===== config.mk =====
export PLATFORM = sky130hd
export DESIGN_NAME = pipe_reg_ex_mem
export DESIGN_NICKNAME = d
export VERILOG_FILES = /design/src/logic/pipe_pkg.sv /design/src/logic/pipe_reg_ex_mem.sv
export SDC_FILE = /design/constraint.sdc
export NUM_CORES = 1
export LEC_CHECK = 0
export BUFFER_PORTS_ARGS = -buffer_cell sky130_fd_sc_hd__buf_2
export CAP_MARGIN = 5
export CORE_AREA = 5 5 138 140
export DETAILED_ROUTE_END_ITERATION = 8
export DIE_AREA = 0 0 143 145
export PLACE_DENSITY = 0.83
export SLEW_MARGIN = 30
export SYNTH_ARGS = -nofsm -noshare
export SYNTH_HDL_FRONTEND = slang
export SYNTH_SLANG_ARGS = --single-unit

===== constraint.sdc =====
create_clock -name clk -period 2.2 [get_ports clk]
set_input_delay 0.22 -clock clk [delete_from_list [all_inputs] [get_ports clk]]
set_output_delay 0.22 -clock clk [all_outputs]
set_load 0.01 [all_outputs]

===== src/logic/pipe_pkg.sv =====
`default_nettype none

package pipe_pkg;

   parameter int XLEN = 32;

   typedef enum logic [3:0] {
      ADD    = 4'd0,
      SUB    = 4'd1,
      AND    = 4'd2,
      OR     = 4'd3,
      XOR    = 4'd4,
      SLT    = 4'd5,                                 // Signed compare
      SLL    = 4'd6,
      SRL    = 4'd7,
      PASS_B = 4'd8                                  // Address and immediate moves
   } alu_op_e;

   typedef enum logic [1:0] {
      WB_ALU = 2'd0,
      WB_MEM = 2'd1,
      WB_PC4 = 2'd2
   } wb_sel_e;

   typedef struct packed {
      logic [3:0] mem_write;                         // Byte write enables
      logic [3:0] mem_enable;                        // Byte access enables
      logic       mem_read;
      wb_sel_e    wb_sel;
      logic [4:0] write_reg_sel;
      logic       write_reg_en;
      logic       halt;
   } ex_ctrl_t;

   typedef struct packed {
      alu_op_e         alu_op;
      logic [XLEN-1:0] reg_data_1;
      logic [XLEN-1:0] reg_data_2;
      logic [XLEN-1:0] imm;
      logic            use_imm;
      ex_ctrl_t        ctrl;
      logic [XLEN-1:0] instruction;
      logic [XLEN-1:0] pc_4;
   } id_ex_t;

   typedef struct packed {
      logic [XLEN-1:0] alu_out;
      logic            z;
      logic            n;
      logic            ofl;
      logic [XLEN-1:0] reg_data_1;
      logic [XLEN-1:0] reg_data_2;
      ex_ctrl_t        ctrl;
      logic [XLEN-1:0] instruction;
      logic [XLEN-1:0] pc_4;
   } ex_mem_t;

   typedef struct packed {
      logic [XLEN-1:0] write_data;
      logic [4:0]      write_reg_sel;
      logic            write_reg_en;
      logic            halt;
      logic [XLEN-1:0] instruction;
   } mem_wb_t;

   // Bubble inserted on flush
   localparam logic [XLEN-1:0] NOP_INSTR = {6'b000001, 26'b0};

endpackage

`default_nettype wire


===== src/logic/pipe_reg_ex_mem.sv =====
`timescale 1ns/10ps
`default_nettype none

module pipe_reg_ex_mem (
   input  logic              clk,
   input  logic              rst_n,
   input  logic              stall,
   input  logic              flush_ex,
   input  pipe_pkg::ex_mem_t ex_bundle,
   output pipe_pkg::ex_mem_t mem_bundle
);

   pipe_pkg::ex_mem_t load_val;

   // Flush squashes side effects while data fields still flow
   always_comb begin
      load_val = ex_bundle;
      if (flush_ex) begin
         load_val.ctrl.mem_write    = '0;
         load_val.ctrl.mem_enable   = '0;
         load_val.ctrl.mem_read     = 1'b0;
         load_val.ctrl.write_reg_en = 1'b0;
         load_val.ctrl.halt         = 1'b0;
         load_val.instruction       = pipe_pkg::NOP_INSTR;
      end
   end

   always_ff @(posedge clk) begin
      if (!rst_n) begin
         mem_bundle             <= '0;
         mem_bundle.instruction <= pipe_pkg::NOP_INSTR;
      end else if (!stall) begin                    // Stall wins over flush
         mem_bundle <= load_val;
      end
   end

   // A flushed op never leaves side effects in the MEM stage
   a_flush_bubble: assert property (
      @(posedge clk) disable iff (!rst_n)
      (flush_ex && !stall) |=>
         (!mem_bundle.ctrl.write_reg_en && (mem_bundle.ctrl.mem_write == '0) &&
          !mem_bundle.ctrl.halt)
   ) else $error("EX/MEM flush left side-effecting controls set");

endmodule

`default_nettype wire


==> results of run 1 <==
[power by group through the flow]
stage | logic [mW] | registers (mW) | clock network, mW
floorplan | 0.457 | 3.70 | 0
global placement | 0.913 | 3.61 | 0
detailed placement | 0.933 | 3.62 | 0
CTS | 0.934 | 3.54 | 3.22
global route | 1.01 | 3.56 | 3.37
finish | 0.922 | 3.54 | 3.12
[cells in the final DEF (no fill, tap or decap)]
cell       netlist  routed
nor4bb_1         1       1
nor2b_1        139     139
clkbuf_8         0       1
o21ai_0          1       1
clkbuf_16        0      17
nand2_1         41      41
bufinv_16        0       2
nand3_1         41      41
dfxtp_1        181     181
buf_12           2       4
buf_4            3       5
mux2i_1        138     138
o21ai_1         41      41
clkinv_8         0       3
nor3_1           1       1
a31o_2           1       1
buf_2            9     363
clkinv_2         0       2
clkinv_4         0       3
inv_8            0       2
or2_4            1       1
inv_6            0       3
[logic make-up (layout without fill, tap and decap cells)]
logic type,Yosys count,after routing,share of synthesized area [%]
AOI/OAI and AO/OA,43,43,3.16
DFF,181,181,52.4
and+or+nand+nor,224,224,18.1
muxes,138,138,20.0
buffers and inverters,50,405,6.44
[stage by stage]
stage               power [mW]  util [%]  hold WS (ns)  std cells  setup slack, ns
floorplan                 4.16         -         0.353        636             1.24
CTS                       7.69      52.7       0.00442       1220             1.00
detailed placement        4.55      49.2         0.461       1188            0.762
finish                    7.58      52.7        0.0322       1220             1.03
global route              7.94      52.7       0.00750       1220            0.984
global placement          4.52      49.2         0.456       1188            0.832
[worst max path at each step]
stage,end,slack (ns),cells past startpoint
detailed placement,mem_bundle[93],0.76,4
floorplan,mem_bundle[58],1.24,5
CTS,mem_bundle[59],1.00,1
global route,mem_bundle[59],0.98,1
global placement,mem_bundle[107],0.83,4
finish,mem_bundle[177],1.03,1
[metal layers]
layer,part of all wire [%],vias to the layer above,global-route usage [%]
li1,-,2801,-
met1,39,2516,19.0
met2,48,249,28.1
met3,11,21,7.17
met4,1.8,2,5.66
met5,0.070,-,0
[cell type report]
cell class / count / area share, %
Timing Repair Buffer: 373 / 20.9
Multi-Input combinational cell: 405 / 30.6
Tap cell: 229 / 3.07
Clock inverter: 15 / 2.08
Clock buffer: 17 / 4.56
Sequential cell: 181 / 38.8
==> flow_summary.json, run 1 <==
{
  "status": "finished clean",
  "critical_path_arrival_ns": 0.95,
  "cts.repair.resized": 0,
  "grt_max_degree": 84,
  "dp_hpwl_um": 13900,
  "internal_power_mw": 5.65,
  "clockPowerShare_pct": 41.1,
  "fmax_mhz": 857,
  "fin_crit_ns": 1.17,
  "ctsHoldBuffers": 0,
  "slew-limit-headroom_pct": 69.8,
  "tightest_slew_ns": 0.453,
  "port_buffers": 365,
  "clk_pin_slew_ns": 0.08,
  "clockBufferDepth": 2,
  "synth_edf_count": 0,
  "p_switching_mw": 1.94,
  "drc": 0,
  "r2r_cells": 2,
  "gp_congestion": 0.796,
  "path_cells": "buf_2",
  "seq_area_frac_synth_pct": 52.3,
  "cp-end-kind": "output port",
  "ir_drop_uv": 535,
  "holdCritStartpoint": "ex_bundle[64]",
  "synth_ff_type": "dfxtp_1",
  "r2r-end": "mem_bundle[123]",
  "r2r-start": "mem_bundle[123]",
  "wire_per_inst_um": 15.2,
  "final_nets": 1163,
  "placedInstanceArea_um2": 8710,
  "largest_register_ffs": 181,
  "drtIter0Drc": 185,
  "num_rows": 49,
  "layout-drive-gt1-share_pct": 41.1,
  "die_y_um": 145,
  "async_flop_share_pct": 0,
  "crit_start": "mem_bundle[177]",
  "grt_pass1_wl_um": 27900,
  "synthesis.instances": 636,
  "grt-ovfl-total": 0,
  "largestRegisters": "mem_bundle x181",
  "synth.avg_cell_area_um2": 10.9,
  "num_antenna_cells": 0,
  "synthTopCellsByCount": "dfxtp_1 (181), nor2b_1 (139), mux2i_1 (138)",
  "pwr-share-seq_pct": 46.7,
  "crit_type": "flop to output port",
  "grt_antenna_before_repair": 1,
  "synth_area_leaders": "dfxtp_1 (52%), mux2i_1 (20%), nor2b_1 (13%), nand3_1 (3.0%), o21ai_1 (3.0%)",
  "grt_pass1_vias": 5398,
  "postCtsSetupRepairBufs": 0,
  "grt_util_all_layers_pct": 16.7,
  "hold_violations": 0,
  "top_register": "mem_bundle",
  "synth_most_common_cell": "dfxtp_1",
  "firstDrtPassIters": 4,
  "syn_nets": 821,
  "cp_slowest_stage_delay_ns": 0.37,
  "fin_setup_tns_ns": 0,
  "synth_top_area_share_pct": 52.3,
  "worstSkewPairLatency_ns": 0.41,
  "maxCapViolations": 0,
  "power.density_nw_per_um2": 813,
  "placeableCoreArea_um2": 17700,
  "drv_slew": 0,
  "synthDistinctLibCells": 17,
  "cp_max_fo": 2,
  "finalCritPeriodShare_pct": 53.0,
  "clock-sinks": 181,
  "routed_wl_um": 18600,
  "power.leakage_nw": 4.74,
  "r2r_setup_slack_ns": 1.54,
  "vias": 5589,
  "critPathTopFamily": "flip-flops",
  "die_width_um": 143,
  "min_to": "mem_bundle[64]",
  "power_frac_comb_pct": 12.2,
  "hold_depth": 3,
  "clockRootBuffer": "clkbuf_16",
  "synth_seq_cells": 181,
  "seq_area_um2": 3620,
  "required_ns": 1.98,
  "finalSetupViolations": 0,
  "tritoncts": "done",
  "dieArea_um2": 20700,
  "syn_area_um2": 6920,
  "numCtsBuffers": 17,
  "num_io_pins": 366,
  "cts_max_level": 4,
  "startpoint_type": "flop",
  "initial_core_util_pct": 39.1,
  "hp-class": "primary input to flop",
  "ant_nets": 0,
  "crit_slowest_cell": "dfxtp_1",
  "nFillCells": 1593,
  "yosysWarnings": 0,
  "rsz0062_at_grt": "false",
  "swShare_pct": 25.6,
  "synth_top_area_cell": "dfxtp_1",
  "clock_skew_ns": 0,
  "design_area_um2": 9330,
  "synthToLayoutAreaGrowth_pct": 34.8,
  "cp_num_buf_inv": 1,
  "vias_per_cell": 4.58,
  "multi_input_area_um2": 2850
}
(Power assumes the default switching activity.)
==> inputs of run 2 (changes only) <==
--- a/config.mk
+++ b/config.mk
@@ -7,9 +7,9 @@
 export LEC_CHECK = 0
 export BUFFER_PORTS_ARGS = -buffer_cell sky130_fd_sc_hd__buf_2
 export CAP_MARGIN = 5
-export CORE_AREA = 5 5 138 140
+export CORE_AREA = 5 5 140 142
 export DETAILED_ROUTE_END_ITERATION = 8
-export DIE_AREA = 0 0 143 145
+export DIE_AREA = 0 0 145 147
 export PLACE_DENSITY = 0.83
 export SLEW_MARGIN = 30
 export SYNTH_ARGS = -nofsm -noshare
==> constraint.sdc (replaced) <==
create_clock -name clk -period 0.9 [get_ports clk]
set_input_delay 0.09 -clock clk [delete_from_list [all_inputs] [get_ports clk]]
set_output_delay 0.09 -clock clk [all_outputs]
set_load 0.01 [all_outputs]
==> run 2 against run 1 <==
The flow now finishes with violations (setup timing). Sequential share of layout area decreased by 9.6 points. Clock power increased to 2.5 times the previous value. Via count increased by 28%. Combinational power increased to 4.3 times the previous value. Sequential power increased to 2.5 times the previous value. Setup slack got worse by 1.1 ns. Wire length increased by 55%. Non-clock buffer count increased by 260. Register-to-register slack got worse by 1.6 ns. Clock-buffer cell count increased by 1. Hold slack improved by 0.014 ns. Critical endpoint is now mem_bundle[110]. Largest cell class is now non-clock buffers.
==> flow_summary.json, run 2 (same netlist as run 1, synthesis figures left out) <==
{
  "startpoint_type": "flop",
  "grt_pass1_vias": 7849,
  "layout-drive-gt1-share_pct": 53.3,
  "cp-end-kind": "output port",
  "grt-ovfl-total": 0,
  "grt_antenna_before_repair": 1,
  "rsz0062_at_grt": "true",
  "dieArea_um2": 21300,
  "clockBufferDepth": 2,
  "r2r-end": "mem_bundle[91]",
  "largest_register_ffs": 181,
  "tritoncts": "done",
  "dp_cells": 1224,
  "final_cell_mix": "buf_6 (183), dlygate4sd3_1 (182), buf_2 (182)",
  "design_area_um2": 13200,
  "largestRegisters": "mem_bundle x181",
  "finalCritPeriodShare_pct": 109,
  "crit_type": "flop to output port",
  "nFillCells": 1029,
  "fin_crit_ns": 0.980,
  "cp_max_fo": 2,
  "crit_cells": 1,
  "maxCapViolations": 0,
  "final_nets": 1423,
  "vias_per_cell": 4.84,
  "tightest_slew_ns": 0.481,
  "drtIter0Drc": 307,
  "path_cells": "buf_6",
  "wire_per_inst_um": 19.5,
  "setup_slack_ns": -0.0801,
  "top_register": "mem_bundle",
  "grt_util_all_layers_pct": 25.0,
  "dp_hpwl_um": 14200,
  "hold_violations": 0,
  "drv_slew": 0,
  "endpoint": "mem_bundle[110]",
  "cts_max_level": 4,
  "placedInstanceArea_um2": 9010,
  "power.leakage_nw": 6.16,
  "gp_congestion": 0.834,
  "fmax_mhz": 1020,
  "power.density_nw_per_um2": 1570,
  "crit_start": "mem_bundle[110]",
  "grt_max_degree": 90,
  "r2r_cells": 4,
  "vias": 7176,
  "cp_num_buf_inv": 1,
  "r2r-start": "mem_bundle[91]",
  "clockRootBuffer": "clkbuf_16",
  "fin_cells": 1484,
  "firstDrtPassIters": 4,
  "hp-class": "primary input to flop",
  "synthToLayoutAreaGrowth_pct": 90.3,
  "clk_pin_slew_ns": 0.07,
  "die_y_um": 147,
  "required_ns": 0.81,
  "routed_wl_um": 28900,
  "numCtsBuffers": 17,
  "crit_slowest_cell": "dfxtp_2",
  "num_rows": 50,
  "port_buffers": 365,
  "worstSkewPairLatency_ns": 0.42,
  "drc": 0,
  "r2r_setup_slack_ns": -0.01,
  "initial_core_util_pct": 37.8,
  "slew-limit-headroom_pct": 68.0,
  "ant_nets": 0,
  "critical_path_arrival_ns": 0.89,
  "cp_slowest_stage_delay_ns": 0.36,
  "num_io_pins": 366,
  "grt_pass1_wl_um": 43300,
  "die_width_um": 145,
  "finalSetupViolations": 182,
  "placeableCoreArea_um2": 18300,
  "critPathTopFamily": "flip-flops",
  "status": "finished, violations left",
  "final_common_cell": "buf_6",
  "ir_drop_uv": 1190,
  "clock_skew_ns": 0,
  "violations": "setup timing",
  "clock-sinks": 181
}
run 2: cell count changes in the layout (fill, tap and decap cells not counted), moves of 2 or more:
cell	delta
dfxtp_2	+181
mux2i_2	+2
clkinv_2	-2
clkinv_4	-2
clkinvlp_4	+3
buf_12	+5
dlygate4sd3_1	+182
buf_4	+71
buf_6	+183
buf_2	-181
mux2i_1	-2
clkinv_8	-3
dfxtp_1	-181
run 2: timing repair:
| item | 4_1_cts | 5_1_grt |
|---|---|---|
| endpoints found under the hold margin | 180 | 0 |
| buffers inserted | 13 | 34 |
| hold buffers | 182 | 0 |
| resized for setup | 364 | 4 |
| setup endpoints to repair | 181 | 181 |
run 2: worst min path at each step:
stage | startpoint | to | slack (ns) | depth (start not counted)
final | rst_n | mem_bundle[65] | 0.05 | 3
after global routing | rst_n | mem_bundle[65] | 0.03 | 3
after CTS | rst_n | mem_bundle[63] | 0.02 | 3
after detailed placement | ex_bundle[57] | mem_bundle[57] | 0.33 | 3
after global placement | ex_bundle[43] | mem_bundle[43] | 0.33 | 3
after floorplan | ex_bundle[32] | mem_bundle[32] | 0.22 | 2
run 2: cell type report:
| class | instances | area (um^2) | area share, % |
|---|---|---|---|
| Clock inverter | 12 | 168 | 1.27 |
| Sequential cell | 181 | 3850 | 29.2 |
| Multi-Input combinational cell | 405 | 2860 | 21.7 |
| Timing Repair Buffer | 633 | 5560 | 42.2 |
| Antenna cell | 1 | 2.50 | 0.0190 |
| Tap cell | 234 | 293 | 2.22 |
| Clock buffer | 18 | 439 | 3.33 |
run 2: layer usage:
metal	track usage [%]	part of all wire [%]	vias up
met5	0	0	-
met4	9.89	3.5	0
met2	44.9	52	384
met1	27.4	37	3405
met3	7.93	8.0	71
li1	-	-	3316
run 2: worst register-to-register path: stages (launching register included):
cell,delay [ns]
dfxtp_2,0.33
buf_4,0.12
buf_4,0.12
mux2i_1,0.16
nor2b_1,0.07
run 2: through the flow:
| stage | TNS, ns | setup WS [ns] | hold WS [ns] | total power [mW] | utilization [%] |
|---|---|---|---|---|---|
| 2_1_floorplan | 0 | 0.0732 | 0.223 | 10.2 | - |
| 3_3_place_gp | -5.24 | -0.137 | 0.327 | 11.2 | 49.2 |
| 3_5_place_dp | -8.96 | -0.174 | 0.331 | 11.3 | 49.2 |
| 4_1_cts | -11.69 | -0.0918 | 0.0190 | 20.4 | 70.4 |
| 5_1_grt | -16.29 | -0.118 | 0.0250 | 21.4 | 71.8 |
| 6_report | -9.21 | -0.0801 | 0.0457 | 20.7 | 71.8 |
run 2: power by group:
group,switching [mW],internal [mW]
Combinational,1.56,2.38
Sequential,0.358,8.54
Clock,3.34,4.48
Total,5.26,15.4
==> inputs of run 3 (changes only) <==
--- a/config.mk
+++ b/config.mk
@@ -10,7 +10,7 @@
 export CORE_AREA = 5 5 140 142
 export DETAILED_ROUTE_END_ITERATION = 8
 export DIE_AREA = 0 0 145 147
-export PLACE_DENSITY = 0.83
+export PLACE_DENSITY = 0.72
 export SLEW_MARGIN = 30
 export SYNTH_ARGS = -nofsm -noshare
 export SYNTH_HDL_FRONTEND = slang
==> run 3 against run 2 <==
The run still ends with setup timing left. Sequential cell count stayed put. Setup slack worse by 0.013 ns. Final cell count fell by 0.81%. Via count is 0.93% lower. Non-clock buffer count fell by 14. Core utilization is 0.76 points lower. Die area unchanged. Global-route usage is 0.21 points lower. Combinational power is 2% lower. Critical path type unchanged. Clock skew unchanged. Highest routed layer unchanged.
==> flow_summary.json, run 3 (same netlist as run 1, synthesis figures left out) <==
{
  "slew-limit-headroom_pct": 68.2,
  "ant_nets": 0,
  "finalCritPeriodShare_pct": 110,
  "dieArea_um2": 21300,
  "clockRootBuffer": "clkbuf_16",
  "placedInstanceArea_um2": 8950,
  "crit_type": "flop to output port",
  "fin_cells": 1472,
  "design_area_um2": 13000,
  "power.density_nw_per_um2": 1540,
  "drc": 0,
  "holdWs_ns": 0.0604,
  "cp_num_buf_inv": 1,
  "r2r_setup_slack_ns": 0.03,
  "violations": "setup timing",
  "p_switching_mw": 5.41,
  "grt_pass1_vias": 7690,
  "hp-class": "primary input to flop",
  "initial_core_util_pct": 37.8,
  "die_y_um": 147,
  "finalSetupViolations": 181,
  "required_ns": 0.81,
  "clockBufferDepth": 2,
  "crit_cells": 1,
  "grt_max_degree": 42,
  "pwr-share-seq_pct": 44.3,
  "status": "finished, violations left",
  "endpoint": "mem_bundle[46]",
  "vias_per_cell": 4.83,
  "fin_setup_tns_ns": -10.02,
  "drv_slew": 0,
  "layout-drive-gt1-share_pct": 52.8,
  "ir_drop_uv": 1380,
  "tritoncts": "done",
  "grt-ovfl-total": 0,
  "critical_path_arrival_ns": 0.90,
  "tightest_slew_ns": 0.477,
  "port_buffers": 365,
  "placeableCoreArea_um2": 18300,
  "cts_max_level": 4,
  "internal_power_mw": 14.6,
  "grt_antenna_before_repair": 0,
  "num_io_pins": 366,
  "gp_congestion": 0.815,
  "vias": 7109,
  "top_register": "mem_bundle",
  "numCtsBuffers": 17,
  "routed_wl_um": 27900,
  "rsz0062_at_grt": "true",
  "largest_register_ffs": 181,
  "critPathTopFamily": "flip-flops",
  "die_width_um": 145,
  "clock-sinks": 181,
  "grt_util_all_layers_pct": 24.8,
  "dp_cells": 1214,
  "cp_max_fo": 2,
  "worstSkewPairLatency_ns": 0.42,
  "final_nets": 1409,
  "maxCapViolations": 0,
  "clockPowerShare_pct": 36.4,
  "cp_slowest_stage_delay_ns": 0.37,
  "pre_cts_ws_ns": -0.151,
  "clk_pin_slew_ns": 0.08,
  "largestRegisters": "mem_bundle x181",
  "grt_pass1_wl_um": 42900,
  "drtIter0Drc": 235,
  "crit_slowest_cell": "dfxtp_2",
  "swShare_pct": 27.0,
  "synthToLayoutAreaGrowth_pct": 88.3,
  "nFillCells": 1074,
  "r2r-end": "mem_bundle[108]",
  "firstDrtPassIters": 5,
  "fin_crit_ns": 0.993,
  "wire_per_inst_um": 19.0,
  "multi_input_area_um2": 2860,
  "hold_violations": 0,
  "num_rows": 50,
  "power.leakage_nw": 6.09,
  "r2r-start": "mem_bundle[108]",
  "setup_slack_ns": -0.0933,
  "final_cell_mix": "dlygate4sd3_1 (182), buf_2 (182), buf_6 (181)",
  "cp-end-kind": "output port",
  "seq_area_um2": 3850,
  "r2r_cells": 3,
  "power_frac_comb_pct": 19.3,
  "dp_hpwl_um": 14000,
  "crit_start": "mem_bundle[46]",
  "startpoint_type": "flop",
  "path_cells": "buf_6",
  "clock_skew_ns": 0,
  "fmax_mhz": 1010
}
-- run 3: cell types whose count changed in the layout (fill, tap and decap cells not counted), moves of 2 or more --
| cell | before | now |
|---|---|---|
| bufinv_16 | 3 | 0 |
| inv_6 | 4 | 6 |
| inv_8 | 1 | 3 |
| buf_6 | 183 | 181 |
| clkinv_2 | 0 | 2 |
| buf_4 | 76 | 63 |
| clkinvlp_4 | 3 | 0 |
-- run 3: worst min-delay path by stage --
stage,depth (start not counted),end,from
2_1_floorplan,2,mem_bundle[32],ex_bundle[32]
3_3_place_gp,3,mem_bundle[54],ex_bundle[54]
3_5_place_dp,3,mem_bundle[64],ex_bundle[64]
4_1_cts,3,mem_bundle[58],rst_n
5_1_grt,3,mem_bundle[58],rst_n
6_report,3,mem_bundle[80],flush_ex
-- run 3: metrics by stage --
| stage | utilization [%] | power, mW |
|---|---|---|
| CTS | 69.7 | 19.8 |
| floorplan | - | 10.2 |
| global placement | 48.8 | 11.2 |
| detailed placement | 48.8 | 11.2 |
| global route | 71.1 | 20.8 |
| finish | 71.1 | 20.0 |
-- run 3: area by class of cell --
cell class                      count  share of cell area, %
Clock buffer                       18                   3.37
Timing Repair Buffer              619                   41.9
Clock inverter                     14                  0.999
Antenna cell                        1                 0.0192
Sequential cell                   181                   29.6
Multi-Input combinational cell    405                   21.9
Tap cell                          234                   2.25
-- run 3: tightest hold or removal path, delay by kind of cell --
kind                   cells  cell delay, ns
AOI/OAI and AO/OA          1            0.20
and+or+nand+nor            1            0.05
buffers and inverters      1            0.10
-- run 3: timing repair --
action,in CTS,in global routing
hold endpoints to repair,181,0
resized for setup,365,1
hold buffers,182,0
setup buffers,11,32
setup endpoints to repair,181,181
-- run 3: power groups by stage --
stage / Clock, mW / Combinational (mW) / Sequential, mW
final: 7.29 / 3.86 / 8.88
after global routing: 7.78 / 4.08 / 8.93
after CTS: 7.44 / 3.54 / 8.84
after detailed placement: 0 / 2.39 / 8.83
after global placement: 0 / 2.36 / 8.82
after floorplan: 0 / 1.12 / 9.05
-- run 3: per-layer routing --
metal | global-route usage, % | up-vias | wire, um
met5 | 0 | - | 0
met4 | 11.3 | 0 | 1100
met3 | 7.65 | 69 | 2320
met2 | 44.9 | 384 | 14600
met1 | 26.4 | 3363 | 9950
li1 | - | 3293 | -
